$ cat src/source/memCtrlPkg.sv
`default_nettype none

package memCtrlPkg;

    localparam int dataWidth = 32;
    localparam int beatsPerLine = 4;
    localparam int cacheAddrWidth = 8;
    localparam int extAddrWidth = 32;
    localparam int numSlots = 4;
    localparam int idWidth = 2;
    localparam int numClients = 2;

    // beat index within a line, and progress counters that can reach a full line
    localparam int beatIdxWidth = $clog2(beatsPerLine);
    localparam int progWidth = beatIdxWidth + 1;
    localparam logic [progWidth-1:0] progFull = progWidth'(beatsPerLine);

    // AXI burst fields
    localparam logic [7:0] burstLen = 8'(beatsPerLine - 1);
    localparam logic [1:0] burstIncr = 2'b01;

    // byte address of a line start has its low bits cleared
    localparam int lineBytes = beatsPerLine * dataWidth / 8;
    localparam logic [extAddrWidth-1:0] lineAlignMask = ~(extAddrWidth'(lineBytes - 1));

    typedef enum logic [1:0] {
        cmdNone,
        cmdFill,
        cmdWriteback,
        cmdReplace
    } memCmd;

endpackage

`default_nettype wire

$ cat src/source/transferTable.sv
`timescale 1ns/100ps
`default_nettype none

module transferTable (
    input  wire clk,
    input  wire rst,
    input  wire memCtrlPkg::memCmd reqCmd [memCtrlPkg::numClients-1:0],
    input  wire [memCtrlPkg::cacheAddrWidth-1:0] reqCacheAddr [memCtrlPkg::numClients-1:0],
    input  wire [memCtrlPkg::extAddrWidth-1:0] reqExtAddr [memCtrlPkg::numClients-1:0],
    input  wire [memCtrlPkg::extAddrWidth-1:0] reqOldAddr [memCtrlPkg::numClients-1:0],
    output logic [memCtrlPkg::numClients-1:0] stall,
    output logic [memCtrlPkg::numSlots-1:0] slotBusy,
    output logic arvalid,
    input  wire arready,
    output logic [memCtrlPkg::idWidth-1:0] arid,
    output logic [memCtrlPkg::extAddrWidth-1:0] araddr,
    output logic [7:0] arlen,
    output logic [1:0] arburst,
    output logic awvalid,
    input  wire awready,
    output logic [memCtrlPkg::idWidth-1:0] awid,
    output logic [memCtrlPkg::extAddrWidth-1:0] awaddr,
    output logic [7:0] awlen,
    output logic [1:0] awburst,
    input  wire rvalid,
    output logic rready,
    input  wire [memCtrlPkg::idWidth-1:0] rid,
    input  wire [memCtrlPkg::dataWidth-1:0] rdata,
    input  wire rlast,
    output logic rdReqValid,
    input  wire rdReqReady,
    output logic [memCtrlPkg::idWidth-1:0] rdReqId,
    output logic [memCtrlPkg::cacheAddrWidth-1:0] rdReqAddr,
    input  wire wBeatFire,
    input  wire [memCtrlPkg::idWidth-1:0] wBeatId,
    output logic fillValid,
    input  wire fillReady,
    output logic [memCtrlPkg::cacheAddrWidth-1:0] fillAddr,
    output logic [memCtrlPkg::dataWidth-1:0] fillData
);

    logic [memCtrlPkg::numSlots-1:0] slotValid;
    logic [memCtrlPkg::numSlots-1:0] slotNeedRead;
    // bit 0 is the cache read request, bit 1 the AW request
    logic [1:0] slotNeedWrite [memCtrlPkg::numSlots-1:0];
    memCtrlPkg::memCmd slotCmd [memCtrlPkg::numSlots-1:0];
    logic [memCtrlPkg::cacheAddrWidth-1:0] slotCacheAddr [memCtrlPkg::numSlots-1:0];
    logic [memCtrlPkg::extAddrWidth-1:0] slotExtAddr [memCtrlPkg::numSlots-1:0];
    logic [memCtrlPkg::extAddrWidth-1:0] slotOldAddr [memCtrlPkg::numSlots-1:0];
    logic [memCtrlPkg::progWidth-1:0] slotFillProg [memCtrlPkg::numSlots-1:0];
    logic [memCtrlPkg::progWidth-1:0] slotEvictProg [memCtrlPkg::numSlots-1:0];

    logic [memCtrlPkg::idWidth-1:0] enqIdx;
    logic freeValid;
    logic takeValid;
    memCtrlPkg::memCmd selCmd;
    logic [memCtrlPkg::cacheAddrWidth-1:0] selCacheAddr;
    logic [memCtrlPkg::extAddrWidth-1:0] selExtAddr;
    logic [memCtrlPkg::extAddrWidth-1:0] selOldAddr;
    logic [memCtrlPkg::idWidth-1:0] arIdx;
    logic [memCtrlPkg::idWidth-1:0] wrIdx;
    logic wrIdxValid;
    logic selHasEvict;

    assign slotBusy = slotValid;

    // first free slot
    always_comb begin
        enqIdx = '0;
        freeValid = 1'b0;
        for (int i = memCtrlPkg::numSlots - 1; i >= 0; i--) begin
            if (!slotValid[i]) begin
                enqIdx = i[memCtrlPkg::idWidth-1:0];
                freeValid = 1'b1;
            end
        end
    end

    // lowest requesting client wins, everybody waits without a free slot
    always_comb begin
        logic lowerReq;
        lowerReq = 1'b0;
        selCmd = memCtrlPkg::cmdNone;
        selCacheAddr = reqCacheAddr[0];
        selExtAddr = reqExtAddr[0];
        selOldAddr = reqOldAddr[0];
        for (int c = 0; c < memCtrlPkg::numClients; c++) begin
            stall[c] = !freeValid || (reqCmd[c] != memCtrlPkg::cmdNone && lowerReq);
            if (!lowerReq && reqCmd[c] != memCtrlPkg::cmdNone) begin
                selCmd = reqCmd[c];
                selCacheAddr = reqCacheAddr[c];
                selExtAddr = reqExtAddr[c];
                selOldAddr = reqOldAddr[c];
            end
            lowerReq = lowerReq || reqCmd[c] != memCtrlPkg::cmdNone;
        end
        takeValid = freeValid && selCmd != memCtrlPkg::cmdNone;
    end

    assign selHasEvict = selCmd == memCtrlPkg::cmdWriteback || selCmd == memCtrlPkg::cmdReplace;

    // read request only once the slot's write side is fully issued
    always_comb begin
        arIdx = '0;
        arvalid = 1'b0;
        for (int i = memCtrlPkg::numSlots - 1; i >= 0; i--) begin
            if (slotValid[i] && slotNeedRead[i] && slotNeedWrite[i] == 2'b00) begin
                arIdx = i[memCtrlPkg::idWidth-1:0];
                arvalid = 1'b1;
            end
        end
    end

    assign arid = arIdx;
    assign araddr = slotExtAddr[arIdx];
    assign arlen = memCtrlPkg::burstLen;
    assign arburst = memCtrlPkg::burstIncr;

    // a slot issued on only one side goes first, so both sides keep the same order
    always_comb begin
        wrIdx = '0;
        wrIdxValid = 1'b0;
        for (int i = memCtrlPkg::numSlots - 1; i >= 0; i--) begin
            if (slotValid[i] && slotNeedWrite[i] != 2'b00) begin
                wrIdx = i[memCtrlPkg::idWidth-1:0];
                wrIdxValid = 1'b1;
            end
        end
        for (int i = memCtrlPkg::numSlots - 1; i >= 0; i--) begin
            if (slotValid[i] && (slotNeedWrite[i] == 2'b01 || slotNeedWrite[i] == 2'b10)) begin
                wrIdx = i[memCtrlPkg::idWidth-1:0];
            end
        end
    end

    assign awvalid = wrIdxValid && slotNeedWrite[wrIdx][1];
    assign awid = wrIdx;
    assign awaddr = slotOldAddr[wrIdx];
    assign awlen = memCtrlPkg::burstLen;
    assign awburst = memCtrlPkg::burstIncr;
    assign rdReqValid = wrIdxValid && slotNeedWrite[wrIdx][0];
    assign rdReqId = wrIdx;
    assign rdReqAddr = slotCacheAddr[wrIdx];

    // R beats wait until the old word at that position has left on W
    assign fillValid = rvalid && slotValid[rid] && slotEvictProg[rid] > slotFillProg[rid];
    assign rready = fillValid && fillReady;
    assign fillAddr = {slotCacheAddr[rid][memCtrlPkg::cacheAddrWidth-1:memCtrlPkg::beatIdxWidth],
                       slotFillProg[rid][memCtrlPkg::beatIdxWidth-1:0]};
    assign fillData = rdata;

    always_ff @(posedge clk) begin
        if (rst) begin
            slotValid <= '0;
            slotNeedRead <= '0;
            for (int i = 0; i < memCtrlPkg::numSlots; i++) begin
                slotNeedWrite[i] <= 2'b00;
            end
        end else begin
            if (takeValid) begin
                slotValid[enqIdx] <= 1'b1;
                slotCmd[enqIdx] <= selCmd;
                slotCacheAddr[enqIdx] <= selCacheAddr;
                slotExtAddr[enqIdx] <= selExtAddr & memCtrlPkg::lineAlignMask;
                slotOldAddr[enqIdx] <= selOldAddr & memCtrlPkg::lineAlignMask;
                slotNeedRead[enqIdx] <= selCmd != memCtrlPkg::cmdWriteback;
                slotNeedWrite[enqIdx] <= {2{selHasEvict}};
                slotFillProg[enqIdx] <= '0;
                // nothing to evict means the fill is never held back
                slotEvictProg[enqIdx] <= selHasEvict ? '0 : memCtrlPkg::progFull;
            end
            if (arvalid && arready) begin
                slotNeedRead[arIdx] <= 1'b0;
            end
            if (rdReqValid && rdReqReady) begin
                slotNeedWrite[wrIdx][0] <= 1'b0;
            end
            if (awvalid && awready) begin
                slotNeedWrite[wrIdx][1] <= 1'b0;
            end
            if (rvalid && rready) begin
                slotFillProg[rid] <= slotFillProg[rid] + 1'b1;
                if (rlast) begin
                    slotValid[rid] <= 1'b0;
                end
            end
            if (wBeatFire) begin
                slotEvictProg[wBeatId] <= slotEvictProg[wBeatId] + 1'b1;
                // writeback alone is done with its last W beat
                if (slotCmd[wBeatId] == memCtrlPkg::cmdWriteback &&
                    slotEvictProg[wBeatId] == memCtrlPkg::progFull - 1'b1) begin
                    slotValid[wBeatId] <= 1'b0;
                end
            end
        end
    end

endmodule

`default_nettype wire

$ cat src/source/cacheReadPort.sv
`timescale 1ns/100ps
`default_nettype none

module cacheReadPort (
    input  wire clk,
    input  wire rst,
    input  wire rdReqValid,
    output logic rdReqReady,
    input  wire [memCtrlPkg::idWidth-1:0] rdReqId,
    input  wire [memCtrlPkg::cacheAddrWidth-1:0] rdReqAddr,
    output logic wBeatFire,
    output logic [memCtrlPkg::idWidth-1:0] wBeatId,
    output logic wvalid,
    input  wire wready,
    output logic [memCtrlPkg::dataWidth-1:0] wdata,
    output logic [memCtrlPkg::dataWidth/8-1:0] wstrb,
    output logic wlast,
    output logic sramCe,
    output logic sramWe,
    output logic [memCtrlPkg::cacheAddrWidth-1:0] sramAddr,
    input  wire [memCtrlPkg::dataWidth-1:0] sramRdata,
    output logic cacheGrant,
    input  wire cacheWrCe,
    input  wire cacheWrWe,
    input  wire [memCtrlPkg::cacheAddrWidth-1:0] cacheWrAddr
);

    logic rdActive;
    logic [memCtrlPkg::beatIdxWidth-1:0] rdBeat;
    logic [memCtrlPkg::cacheAddrWidth-1:0] rdBase;
    logic [memCtrlPkg::idWidth-1:0] rdId;
    logic issue;
    logic pop;
    // beats read from the SRAM and not yet sent on W, in flight or buffered
    logic [1:0] resv;
    logic pendValid;
    logic pendLast;
    logic [memCtrlPkg::idWidth-1:0] pendId;
    logic [memCtrlPkg::dataWidth-1:0] bufData [0:1];
    logic [memCtrlPkg::idWidth-1:0] bufId [0:1];
    logic bufLast [0:1];
    logic [1:0] bufCount;
    logic wrPtr;
    logic rdPtr;

    assign rdReqReady = !rdActive;
    assign pop = wvalid && wready;
    assign issue = rdActive && (resv != 2'd2 || pop);

    // reads win the SRAM, the write port gets every idle cycle
    assign cacheGrant = !issue;
    assign sramCe = issue ? 1'b0 : cacheWrCe;
    assign sramWe = issue ? 1'b1 : cacheWrWe;
    assign sramAddr = issue ? {rdBase[memCtrlPkg::cacheAddrWidth-1:memCtrlPkg::beatIdxWidth], rdBeat}
                            : cacheWrAddr;

    assign wvalid = bufCount != 2'd0;
    assign wdata = bufData[rdPtr];
    assign wlast = bufLast[rdPtr];
    assign wstrb = '1;
    assign wBeatFire = pop;
    assign wBeatId = bufId[rdPtr];

    always_ff @(posedge clk) begin
        if (rst) begin
            rdActive <= 1'b0;
            pendValid <= 1'b0;
            resv <= 2'd0;
            bufCount <= 2'd0;
            wrPtr <= 1'b0;
            rdPtr <= 1'b0;
        end else begin
            if (rdReqValid && rdReqReady) begin
                rdActive <= 1'b1;
                rdBeat <= '0;
                rdBase <= rdReqAddr;
                rdId <= rdReqId;
            end else if (issue) begin
                rdBeat <= rdBeat + 1'b1;
                if (rdBeat == memCtrlPkg::beatIdxWidth'(memCtrlPkg::beatsPerLine - 1)) begin
                    rdActive <= 1'b0;
                end
            end
            // tag follows the read so the data lands with it a cycle later
            pendValid <= issue;
            pendId <= rdId;
            pendLast <= rdBeat == memCtrlPkg::beatIdxWidth'(memCtrlPkg::beatsPerLine - 1);
            if (pendValid) begin
                bufData[wrPtr] <= sramRdata;
                bufId[wrPtr] <= pendId;
                bufLast[wrPtr] <= pendLast;
                wrPtr <= !wrPtr;
            end
            if (pop) begin
                rdPtr <= !rdPtr;
            end
            bufCount <= bufCount + {1'b0, pendValid} - {1'b0, pop};
            resv <= resv + {1'b0, issue} - {1'b0, pop};
        end
    end

endmodule

`default_nettype wire

$ cat src/source/cacheWritePort.sv
`timescale 1ns/100ps
`default_nettype none

module cacheWritePort (
    input  wire clk,
    input  wire rst,
    input  wire fillValid,
    output logic fillReady,
    input  wire [memCtrlPkg::cacheAddrWidth-1:0] fillAddr,
    input  wire [memCtrlPkg::dataWidth-1:0] fillData,
    input  wire cacheGrant,
    output logic cacheWrCe,
    output logic cacheWrWe,
    output logic [memCtrlPkg::cacheAddrWidth-1:0] cacheWrAddr,
    output logic [memCtrlPkg::dataWidth-1:0] sramWdata
);

    logic holdValid;
    logic [memCtrlPkg::cacheAddrWidth-1:0] holdAddr;
    logic [memCtrlPkg::dataWidth-1:0] holdData;
    logic drain;

    // held beat goes into the SRAM in any cycle the read side leaves free
    assign drain = holdValid && cacheGrant;
    assign fillReady = !holdValid || drain;

    assign cacheWrCe = !holdValid;
    assign cacheWrWe = !holdValid;
    assign cacheWrAddr = holdAddr;
    assign sramWdata = holdData;

    always_ff @(posedge clk) begin
        if (rst) begin
            holdValid <= 1'b0;
        end else if (fillValid && fillReady) begin
            holdValid <= 1'b1;
            holdAddr <= fillAddr;
            holdData <= fillData;
        end else if (drain) begin
            holdValid <= 1'b0;
        end
    end

endmodule

`default_nettype wire

$ cat src/source/memController.sv
`timescale 1ns/100ps
`default_nettype none

module memController (
    input  wire clk,
    input  wire rst,
    input  wire memCtrlPkg::memCmd reqCmd [memCtrlPkg::numClients-1:0],
    input  wire [memCtrlPkg::cacheAddrWidth-1:0] reqCacheAddr [memCtrlPkg::numClients-1:0],
    input  wire [memCtrlPkg::extAddrWidth-1:0] reqExtAddr [memCtrlPkg::numClients-1:0],
    input  wire [memCtrlPkg::extAddrWidth-1:0] reqOldAddr [memCtrlPkg::numClients-1:0],
    output wire [memCtrlPkg::numClients-1:0] stall,
    output wire [memCtrlPkg::numSlots-1:0] slotBusy,
    output wire arvalid,
    input  wire arready,
    output wire [memCtrlPkg::idWidth-1:0] arid,
    output wire [memCtrlPkg::extAddrWidth-1:0] araddr,
    output wire [7:0] arlen,
    output wire [1:0] arburst,
    input  wire rvalid,
    output wire rready,
    input  wire [memCtrlPkg::idWidth-1:0] rid,
    input  wire [memCtrlPkg::dataWidth-1:0] rdata,
    input  wire rlast,
    output wire awvalid,
    input  wire awready,
    output wire [memCtrlPkg::idWidth-1:0] awid,
    output wire [memCtrlPkg::extAddrWidth-1:0] awaddr,
    output wire [7:0] awlen,
    output wire [1:0] awburst,
    output wire wvalid,
    input  wire wready,
    output wire [memCtrlPkg::dataWidth-1:0] wdata,
    output wire [memCtrlPkg::dataWidth/8-1:0] wstrb,
    output wire wlast,
    output wire bready,
    output wire sramCe,
    output wire sramWe,
    output wire [memCtrlPkg::cacheAddrWidth-1:0] sramAddr,
    output wire [memCtrlPkg::dataWidth-1:0] sramWdata,
    input  wire [memCtrlPkg::dataWidth-1:0] sramRdata
);

    // line read requests from the table to the read port
    wire rdReqValid;
    wire rdReqReady;
    wire [memCtrlPkg::idWidth-1:0] rdReqId;
    wire [memCtrlPkg::cacheAddrWidth-1:0] rdReqAddr;
    wire wBeatFire;
    wire [memCtrlPkg::idWidth-1:0] wBeatId;

    // fill beats and the shared SRAM port
    wire fillValid;
    wire fillReady;
    wire [memCtrlPkg::cacheAddrWidth-1:0] fillAddr;
    wire [memCtrlPkg::dataWidth-1:0] fillData;
    wire cacheGrant;
    wire cacheWrCe;
    wire cacheWrWe;
    wire [memCtrlPkg::cacheAddrWidth-1:0] cacheWrAddr;

    // write responses carry nothing the table needs
    assign bready = 1'b1;

    transferTable table0 (.*);

    cacheReadPort readPort (.*);

    cacheWritePort writePort (.*);

endmodule

`default_nettype wire

$ cat config.mk
export PLATFORM = sky130hd
export DESIGN_NAME = memController
export DESIGN_NICKNAME = d
export VERILOG_FILES = /design/src/source/memCtrlPkg.sv /design/src/source/transferTable.sv /design/src/source/cacheReadPort.sv /design/src/source/cacheWritePort.sv /design/src/source/memController.sv
export SDC_FILE = /design/constraint.sdc
export NUM_CORES = 1
export LEC_CHECK = 0
export BUFFER_PORTS_ARGS = -buffer_cell sky130_fd_sc_hd__buf_2
export CORE_UTILIZATION = 54
export CTS_CLUSTER_DIAMETER = 80
export DETAILED_ROUTE_END_ITERATION = 8
export PLACE_DENSITY = 0.81
export SETUP_SLACK_MARGIN = 0.3
export SYNTH_ARGS = -nofsm -noshare
export SYNTH_HDL_FRONTEND = slang
export SYNTH_SLANG_ARGS = --single-unit
$ cat constraint.sdc
create_clock -name clk -period 4.8 [get_ports clk]
set_input_delay 0.24 -clock clk [delete_from_list [all_inputs] [get_ports clk]]
set_output_delay 0.24 -clock clk [all_outputs]
set_load 0.05 [all_outputs]
==> impl_metrics.py, run 1 <==
metrics = {
    "status": {
        "status": "finished, final reports clean",
    },
    "clocking": {
        "hold_buffers": 65,
        "clock_latency_ps": 540,
        "htree_levels": 2,
        "cts_tree": "yes",
        "cts_resized": 0,
        "clock-sinks": 429,
        "cts_inserted_buffers": 43,
        "ctsLongestPathBuffers": 3,
        "clkTransAtPathRegs_ps": 60,
        "cts_root_buffer": "clkbuf_16",
        "post_cts.repair.setup_buffers": 0,
    },
    "floorplanning": {
        "dieArea_um2": 32900,
        "core-area_um2": 31600,
        "dieWidth_um": 181,
        "die_h_um": 181,
        "initial_core_util_pct": 54.9,
        "num_io_pins": 399,
        "rows": 65,
    },
    "synthesis": {
        "synthCells": 1114,
        "synthFlopType": "edfxtp_1",
        "ys_types": 58,
        "synth_largest_area_cell": "edfxtp_1",
        "ys_ff_latch": 429,
        "async_flop_share_pct": 0,
        "synthTopCellsByArea": "edfxtp_1 70%, mux2_2 6.6%, nand2_1 3.3%, dfxtp_1 3.0%, mux4_2 2.1%",
        "synth_edf_count": 403,
        "post_synth.cell_area_avg_um2": 15.6,
        "synth_top_area_share_pct": 69.7,
        "syn_area_um2": 17400,
        "synth_seq_area_share_pct": 72.7,
        "ys_warn_count": 0,
    },
    "cells_and_area": {
        "final_nets": 1772,
        "layout_common_cells": "403 x edfxtp_1, 345 x buf_2, 153 x nand2_1",
        "nFillCells": 2136,
        "drive_gt1_share_pct": 35.7,
        "regArea_um2": 12600,
        "num_antenna_cells": 0,
        "final_common_cell": "edfxtp_1",
        "finalNonFillerCells": 1970,
        "multi_input_area_um2": 4350,
        "area_growth_pct": 23.6,
    },
    "sta": {
        "hold_viol": 0,
        "fmax_ghz": 0.258,
        "maxSlewHeadroom_pct": 33.4,
        "report.final.slew_viol_count": 0,
        "period_share_pct": 80.7,
        "finalSetupViolations": 0,
        "fin_worst_skew_ps": 19.0,
        "tightestPinTransition_ps": 971,
        "finalCriticalPeriod_ps": 3870,
        "setup_tns_ps": 0,
        "rsz0062_at_grt": "no",
    },
    "worst_setup_path": {
        "cp.required_ps": 4560,
        "critical_path.max_fanout": 26,
        "worstPathArrival_ps": 3630,
        "critical_path_class": "flop to output port",
        "start_kind": "flop",
        "endpoint_kind": "output port",
    },
    "grt": {
        "grt_first_pass_wirelength_um": 59600,
        "overflow": 0,
        "grt_start_max_net_pins": 65,
        "grt_pass1_vias": 11100,
        "antenna_found_initial": 1,
        "grt_util_all_layers_pct": 23.4,
    },
    "route": {
        "drcViolationCount": 0,
        "detail_route.wirelength_um": 39400,
        "viasPerCell": 5.64,
        "postRouteAntennaNets": 0,
        "drt-initial-drc-count": 871,
        "drt_first_pass_iters": 8,
        "wl_per_cell_um": 20.0,
        "num_vias": 11100,
    },
    "placed_design": {
        "placed_cells": 1828,
        "hpwl_um": 24500,
        "gp_congestion": 0.846,
        "io_buffers": 345,
    },
    "power": {
        "p_per_area_nw_per_um2": 424,
        "p_leak_nw": 8.18,
        "peakVddDrop_mv": 0.320,
    },
    "hold_path": {
        "hold_class": "input pin to flop",
    },
    "run": {
        "max_cap_violations": 0,
    },
}
per-layer routing:
| layer | track usage [%] | vias to the layer above | share of wire, % |
|---|---|---|---|
| met3 | 4.94 | 68 | 8.4 |
| li1 | - | 5061 | - |
| met4 | 6.64 | 2 | 2.1 |
| met5 | 0 | - | 0.028 |
| met1 | 30.0 | 5426 | 39 |
| met2 | 40.4 | 547 | 50 |
stage by stage:
stage	power (mW)	hold slack [ps]	setup WS, ps	area (µm²)	util [%]
floorplan	5.59	339	353	17500	-
global placement	5.95	417	1320	19500	61.6
detailed placement	5.99	418	1280	19500	61.6
CTS	9.15	42.6	900	21500	67.9
global route	9.41	52.5	672	21500	67.9
finish	9.10	57.3	928	21500	67.9
path summary, 6_finish.rpt:
| check | cells past startpoint | slack (ps) | endpoint | from |
|---|---|---|---|---|
| setup reg to reg | 6 | 1530 | readPort.rdBase[4] | table0.slotBusy[0] |
| setup / recovery | 8 | 930 | awvalid | table0.slotBusy[0] |
| hold / removal | 2 | 60 | table0.slotOldAddr[1][3] | reqOldAddr[7] |
| hold reg to reg | 0 | 440 | readPort.pendId[1] | readPort.rdId[1] |
report_power, final:
part	internal [mW]	total [mW]	switching [mW]
clock	1.81	3.13	1.32
sequential	4.26	4.31	0.0546
combinational	0.512	1.65	1.14
kinds of logic (layout without fill, tap and decap cells):
kind of cell | Yosys count | after routing | synth area share (%)
buffers and inverters | 117 | 540 | 3.33
other | 2 | 33 | 0.0432
XOR/XNOR | 7 | 7 | 0.353
multiplexers | 121 | 121 | 8.86
flip-flops | 429 | 429 | 72.7
AO/OA/AOI/OAI | 167 | 167 | 7.33
adder cells (fa/ha/maj) | 15 | 15 | 1.08
AND/OR/NAND/NOR | 256 | 256 | 6.34
cells in the mapped netlist, types with 3 or more instances:
cell / count
nor2_1: 51
xnor2_1: 6
edfxtp_1: 403
nand2b_1: 3
a222oi_1: 29
nand2_1: 153
mux4_2: 16
buf_2: 7
mux2i_1: 3
clkbuf_1: 40
nor3_1: 7
buf_1: 5
a31oi_1: 3
nand3_1: 11
a311oi_1: 3
inv_1: 30
dfxtp_1: 26
mux2_2: 102
a21oi_1: 56
o21ai_0: 17
buf_4: 35
nor2b_1: 5
or3_1: 4
a221o_1: 34
nand3b_1: 4
ha_1: 15
and3_1: 3
and2_1: 5
flip-flops by register name, summed over array words and instances (netlist names), 4 cells and up, named ones only:
name	cells
table0.slotCacheAddr	24
table0.slotEvictProg	12
table0.slotFillProg	12
readPort.bufId	4
readPort.bufData	64
table0.slotOldAddr	112
table0.slotNeedWrite	8
table0.slotExtAddr	112
writePort.cacheWrAddr	8
readPort.rdBase	6
table0.slotCmd	8
writePort.sramWdata	32
table0.slotNeedRead	4
table0.slotBusy	4
layout make-up:
class,instances,area share (%)
multi-input combinational,599,20.3
inverter,30,0.525
sequential,429,58.8
tap,402,2.34
clock buffer,59,5.44
timing repair buffer,433,11.9
clock inverter,18,0.694
critical path: stages (launching register included):
cell	delay (ps)
dfxtp_1	660
nor2b_4	290
a211oi_2	80
or4_1	600
a21oi_4	430
buf_4	430
a2bb2oi_1	120
a21oi_1	160
buf_2	310
No activity file was read; power rests on OpenSTA's default activity.
==> run 2, diff against run 1 <==
--- a/config.mk
+++ b/config.mk
@@ -5,11 +5,12 @@
 export SDC_FILE = /design/constraint.sdc
 export NUM_CORES = 1
 export LEC_CHECK = 0
+export ABC_AREA = 1
 export BUFFER_PORTS_ARGS = -buffer_cell sky130_fd_sc_hd__buf_2
-export CORE_UTILIZATION = 54
+export CORE_UTILIZATION = 49
 export CTS_CLUSTER_DIAMETER = 80
 export DETAILED_ROUTE_END_ITERATION = 8
-export PLACE_DENSITY = 0.81
+export PLACE_DENSITY = 0.77
 export SETUP_SLACK_MARGIN = 0.3
 export SYNTH_ARGS = -nofsm -noshare
 export SYNTH_HDL_FRONTEND = slang
==> constraint.sdc (replaced) <==
create_clock -name clk -period 3.5 [get_ports clk]
set_input_delay 0.175 -clock clk [delete_from_list [all_inputs] [get_ports clk]]
set_output_delay 0.175 -clock clk [all_outputs]
set_load 0.05 [all_outputs]
==> impl_metrics.py, run 2 <==
metrics = {
    "synthesis": {
        "ys_types": 43,
        "synth_top_area_share_pct": 68.9,
        "synth_most_common_cell": "edfxtp_1",
        "synthSimpleGateAreaFrac_pct": 10.2,
        "synth_largest_area_cell": "edfxtp_1",
        "synth_fa_ha_area_share_pct": 1.07,
        "synth_seq_area_share_pct": 71.9,
        "synthFlopType": "edfxtp_1",
        "synth_top_family_by_area": "simple AND/OR/NAND/NOR gates",
        "post_synth.cell_area_avg_um2": 13.7,
        "syn_area_um2": 17600,
        "ys_ff_latch": 429,
        "synth_xor_xnor_area_share_pct": 0.150,
        "async_flop_share_pct": 0,
        "synth_edf_count": 403,
        "ys_warn_count": 0,
        "muxShareOfSynthArea_pct": 6.09,
        "synthTopCellsByArea": "edfxtp_1 69%, mux2_2 6.1%, nand2_1 6.0%, a22oi_1 3.1%, dfxtp_1 3.0%",
        "synth_compound_area_share_pct": 5.83,
        "synthCells": 1281,
        "synthTopCellsByCount": "403 x edfxtp_1, 280 x nand2_1, 95 x mux2_2, 86 x inv_1, 73 x a22oi_1",
    },
    "floorplanning": {
        "core-area_um2": 34900,
        "die_h_um": 191,
        "rows": 68,
        "num_io_pins": 399,
        "dieWidth_um": 191,
        "initial_core_util_pct": 50.3,
        "dieArea_um2": 36600,
    },
    "worst_setup_path": {
        "regToRegSetupSlack_ps": 730,
        "endpoint_kind": "output port",
        "critical_path_class": "flop to output port",
        "r2r_cells": 10,
        "start_kind": "flop",
        "critical_path.max_fanout": 29,
        "reg2reg_to": "writePort.sramWdata[9]",
        "cp.required_ps": 3320,
        "worstPathArrival_ps": 2820,
        "r2r-start": "table0.slotFillProg[0][1]",
    },
    "sta": {
        "period_share_pct": 85.7,
        "finalCriticalPeriod_ps": 3000,
        "finalSetupViolations": 0,
        "hold_ws_ps": 12.4,
        "fmax_ghz": 0.333,
        "fin_worst_skew_ps": 11.0,
        "report.final.slew_viol_count": 0,
        "maxSlewHeadroom_pct": 31.0,
        "hold_viol": 0,
        "rsz0062_at_grt": "no",
        "tightestPinTransition_ps": 1030,
    },
    "grt": {
        "grt_first_pass_wirelength_um": 65700,
        "grt_start_max_net_pins": 63,
        "grt_util_all_layers_pct": 23.6,
        "overflow": 0,
        "grt_pass1_vias": 12300,
        "antenna_found_initial": 2,
    },
    "cells_and_area": {
        "final_nets": 2073,
        "design_area_um2": 23100,
        "area_growth_pct": 31.7,
        "layout_common_cells": "403 x edfxtp_1, 345 x buf_2, 279 x nand2_1",
        "reg.largest.list": "table0.slotExtAddr: 112 flops, table0.slotOldAddr: 112 flops, readPort.bufData: 64 flops",
        "drive_gt1_share_pct": 31.4,
        "final_common_cell": "edfxtp_1",
    },
    "clocking": {
        "htree_levels": 2,
        "cts_tree": "yes",
        "clkTransAtPathRegs_ps": 60,
        "ctsLongestPathBuffers": 3,
        "cts_root_buffer": "clkbuf_16",
        "clock_latency_ps": 540,
        "clock-sinks": 429,
        "cts_inserted_buffers": 44,
    },
    "route": {
        "num_vias": 12300,
        "viasPerCell": 5.28,
        "detail_route.wirelength_um": 44400,
        "postRouteAntennaNets": 0,
        "wl_per_cell_um": 19.1,
        "drt-initial-drc-count": 742,
        "drt_first_pass_iters": 5,
        "drcViolationCount": 0,
    },
    "run": {
        "max_cap_violations": 0,
    },
    "hold_path": {
        "worstHoldStart": "reqCacheAddr[12]",
        "holdPathEnd": "table0.slotCacheAddr[1][4]",
        "worstHoldPathCells": 2,
        "hold_class": "input pin to flop",
    },
    "power": {
        "p_total_mw": 12.9,
        "p_per_area_nw_per_um2": 556,
        "p_leak_nw": 9.26,
        "peakVddDrop_mv": 0.462,
    },
    "placed_design": {
        "io_buffers": 345,
        "postPlaceCellArea_um2": 19800,
        "hpwl_um": 27000,
        "gp_congestion": 0.893,
    },
    "status": {
        "status": "finished, final reports clean",
    },
}
[run 2: kinds of logic (layout without fill, tap and decap cells)]
group                    Yosys count  after routing
AO/OA/AOI/OAI                    147            147
XOR/XNOR                           3              3
adder cells (fa/ha/maj)           15             15
buffers and inverters            173            733
flip-flops                       429            429
multiplexers                      95             95
other                              2             35
AND/OR/NAND/NOR                  417            418
[run 2: how the worst max path moves through the flow]
stage	from	endpoint	slack [ps]	cells after the start
2_1_floorplan	table0.slotBusy[1]	table0.slotFillProg[0][0]	-80	6
3_3_place_gp	rid[1]	writePort.sramWdata[5]	640	13
3_5_place_dp	rid[1]	writePort.sramWdata[5]	600	13
4_1_cts	table0.slotNeedWrite[3][0]	awaddr[14]	310	15
5_1_grt	table0.slotNeedWrite[2][0]	awaddr[17]	310	17
6_report	table0.slotBusy[2]	araddr[14]	500	10
[run 2: area by class of cell]
class | count | area (µm²)
antenna | 2 | 5.00
clock buffer | 61 | 1220
timing repair buffer | 552 | 3770
tap | 455 | 569
sequential | 429 | 12600
fill | 2399 | 11800
inverter | 99 | 377
clock inverter | 21 | 258
multi-input combinational | 711 | 4300
[run 2: worst max-delay path: stages (launching register included)]
cell and delay [ps]:
dfxtp_1 510, inv_2 90, nor3_2 260, o21ai_1 80
nand2_1 120, inv_2 60, nand2_1 70, clkinv_2 380
a22oi_1 350, nand2_1 100, buf_2 230
[run 2: power breakdown]
part / internal, mW / switching [mW]
Sequential: 5.85 / 0.0732
Clock: 2.82 / 1.91
Combinational: 0.694 / 1.51
Total: 9.36 / 3.49
[run 2: layer usage]
metal  vias to the layer above  routed length [µm]  track usage (%)
met4                         2                1360             8.21
met2                       615               22500             42.4
li1                       5732                   -                -
met1                      5863               16500             27.3
met5                         -                  13                0
met3                        92                4010             5.58
[run 2: per-stage QoR]
step	setup TNS (ps)	setup slack, ps	utilization (%)	std cells
after floorplan	-460	-81.3	-	1312
after global placement	0	642	56.9	2068
after detailed placement	0	598	56.9	2068
after CTS	0	312	65.9	2319
after global routing	0	309	66.3	2329
final	0	500	66.3	2330
[run 2: what timing repair did]
item | 4_1_cts | 5_1_grt
setup endpoints to repair | 13 | 40
hold endpoints to repair | 298 | 0
cloned | 0 | 1
pin swaps | 0 | 4
setup buffers | 2 | 8
hold buffers | 167 | 0
resized for setup | 1 | 2
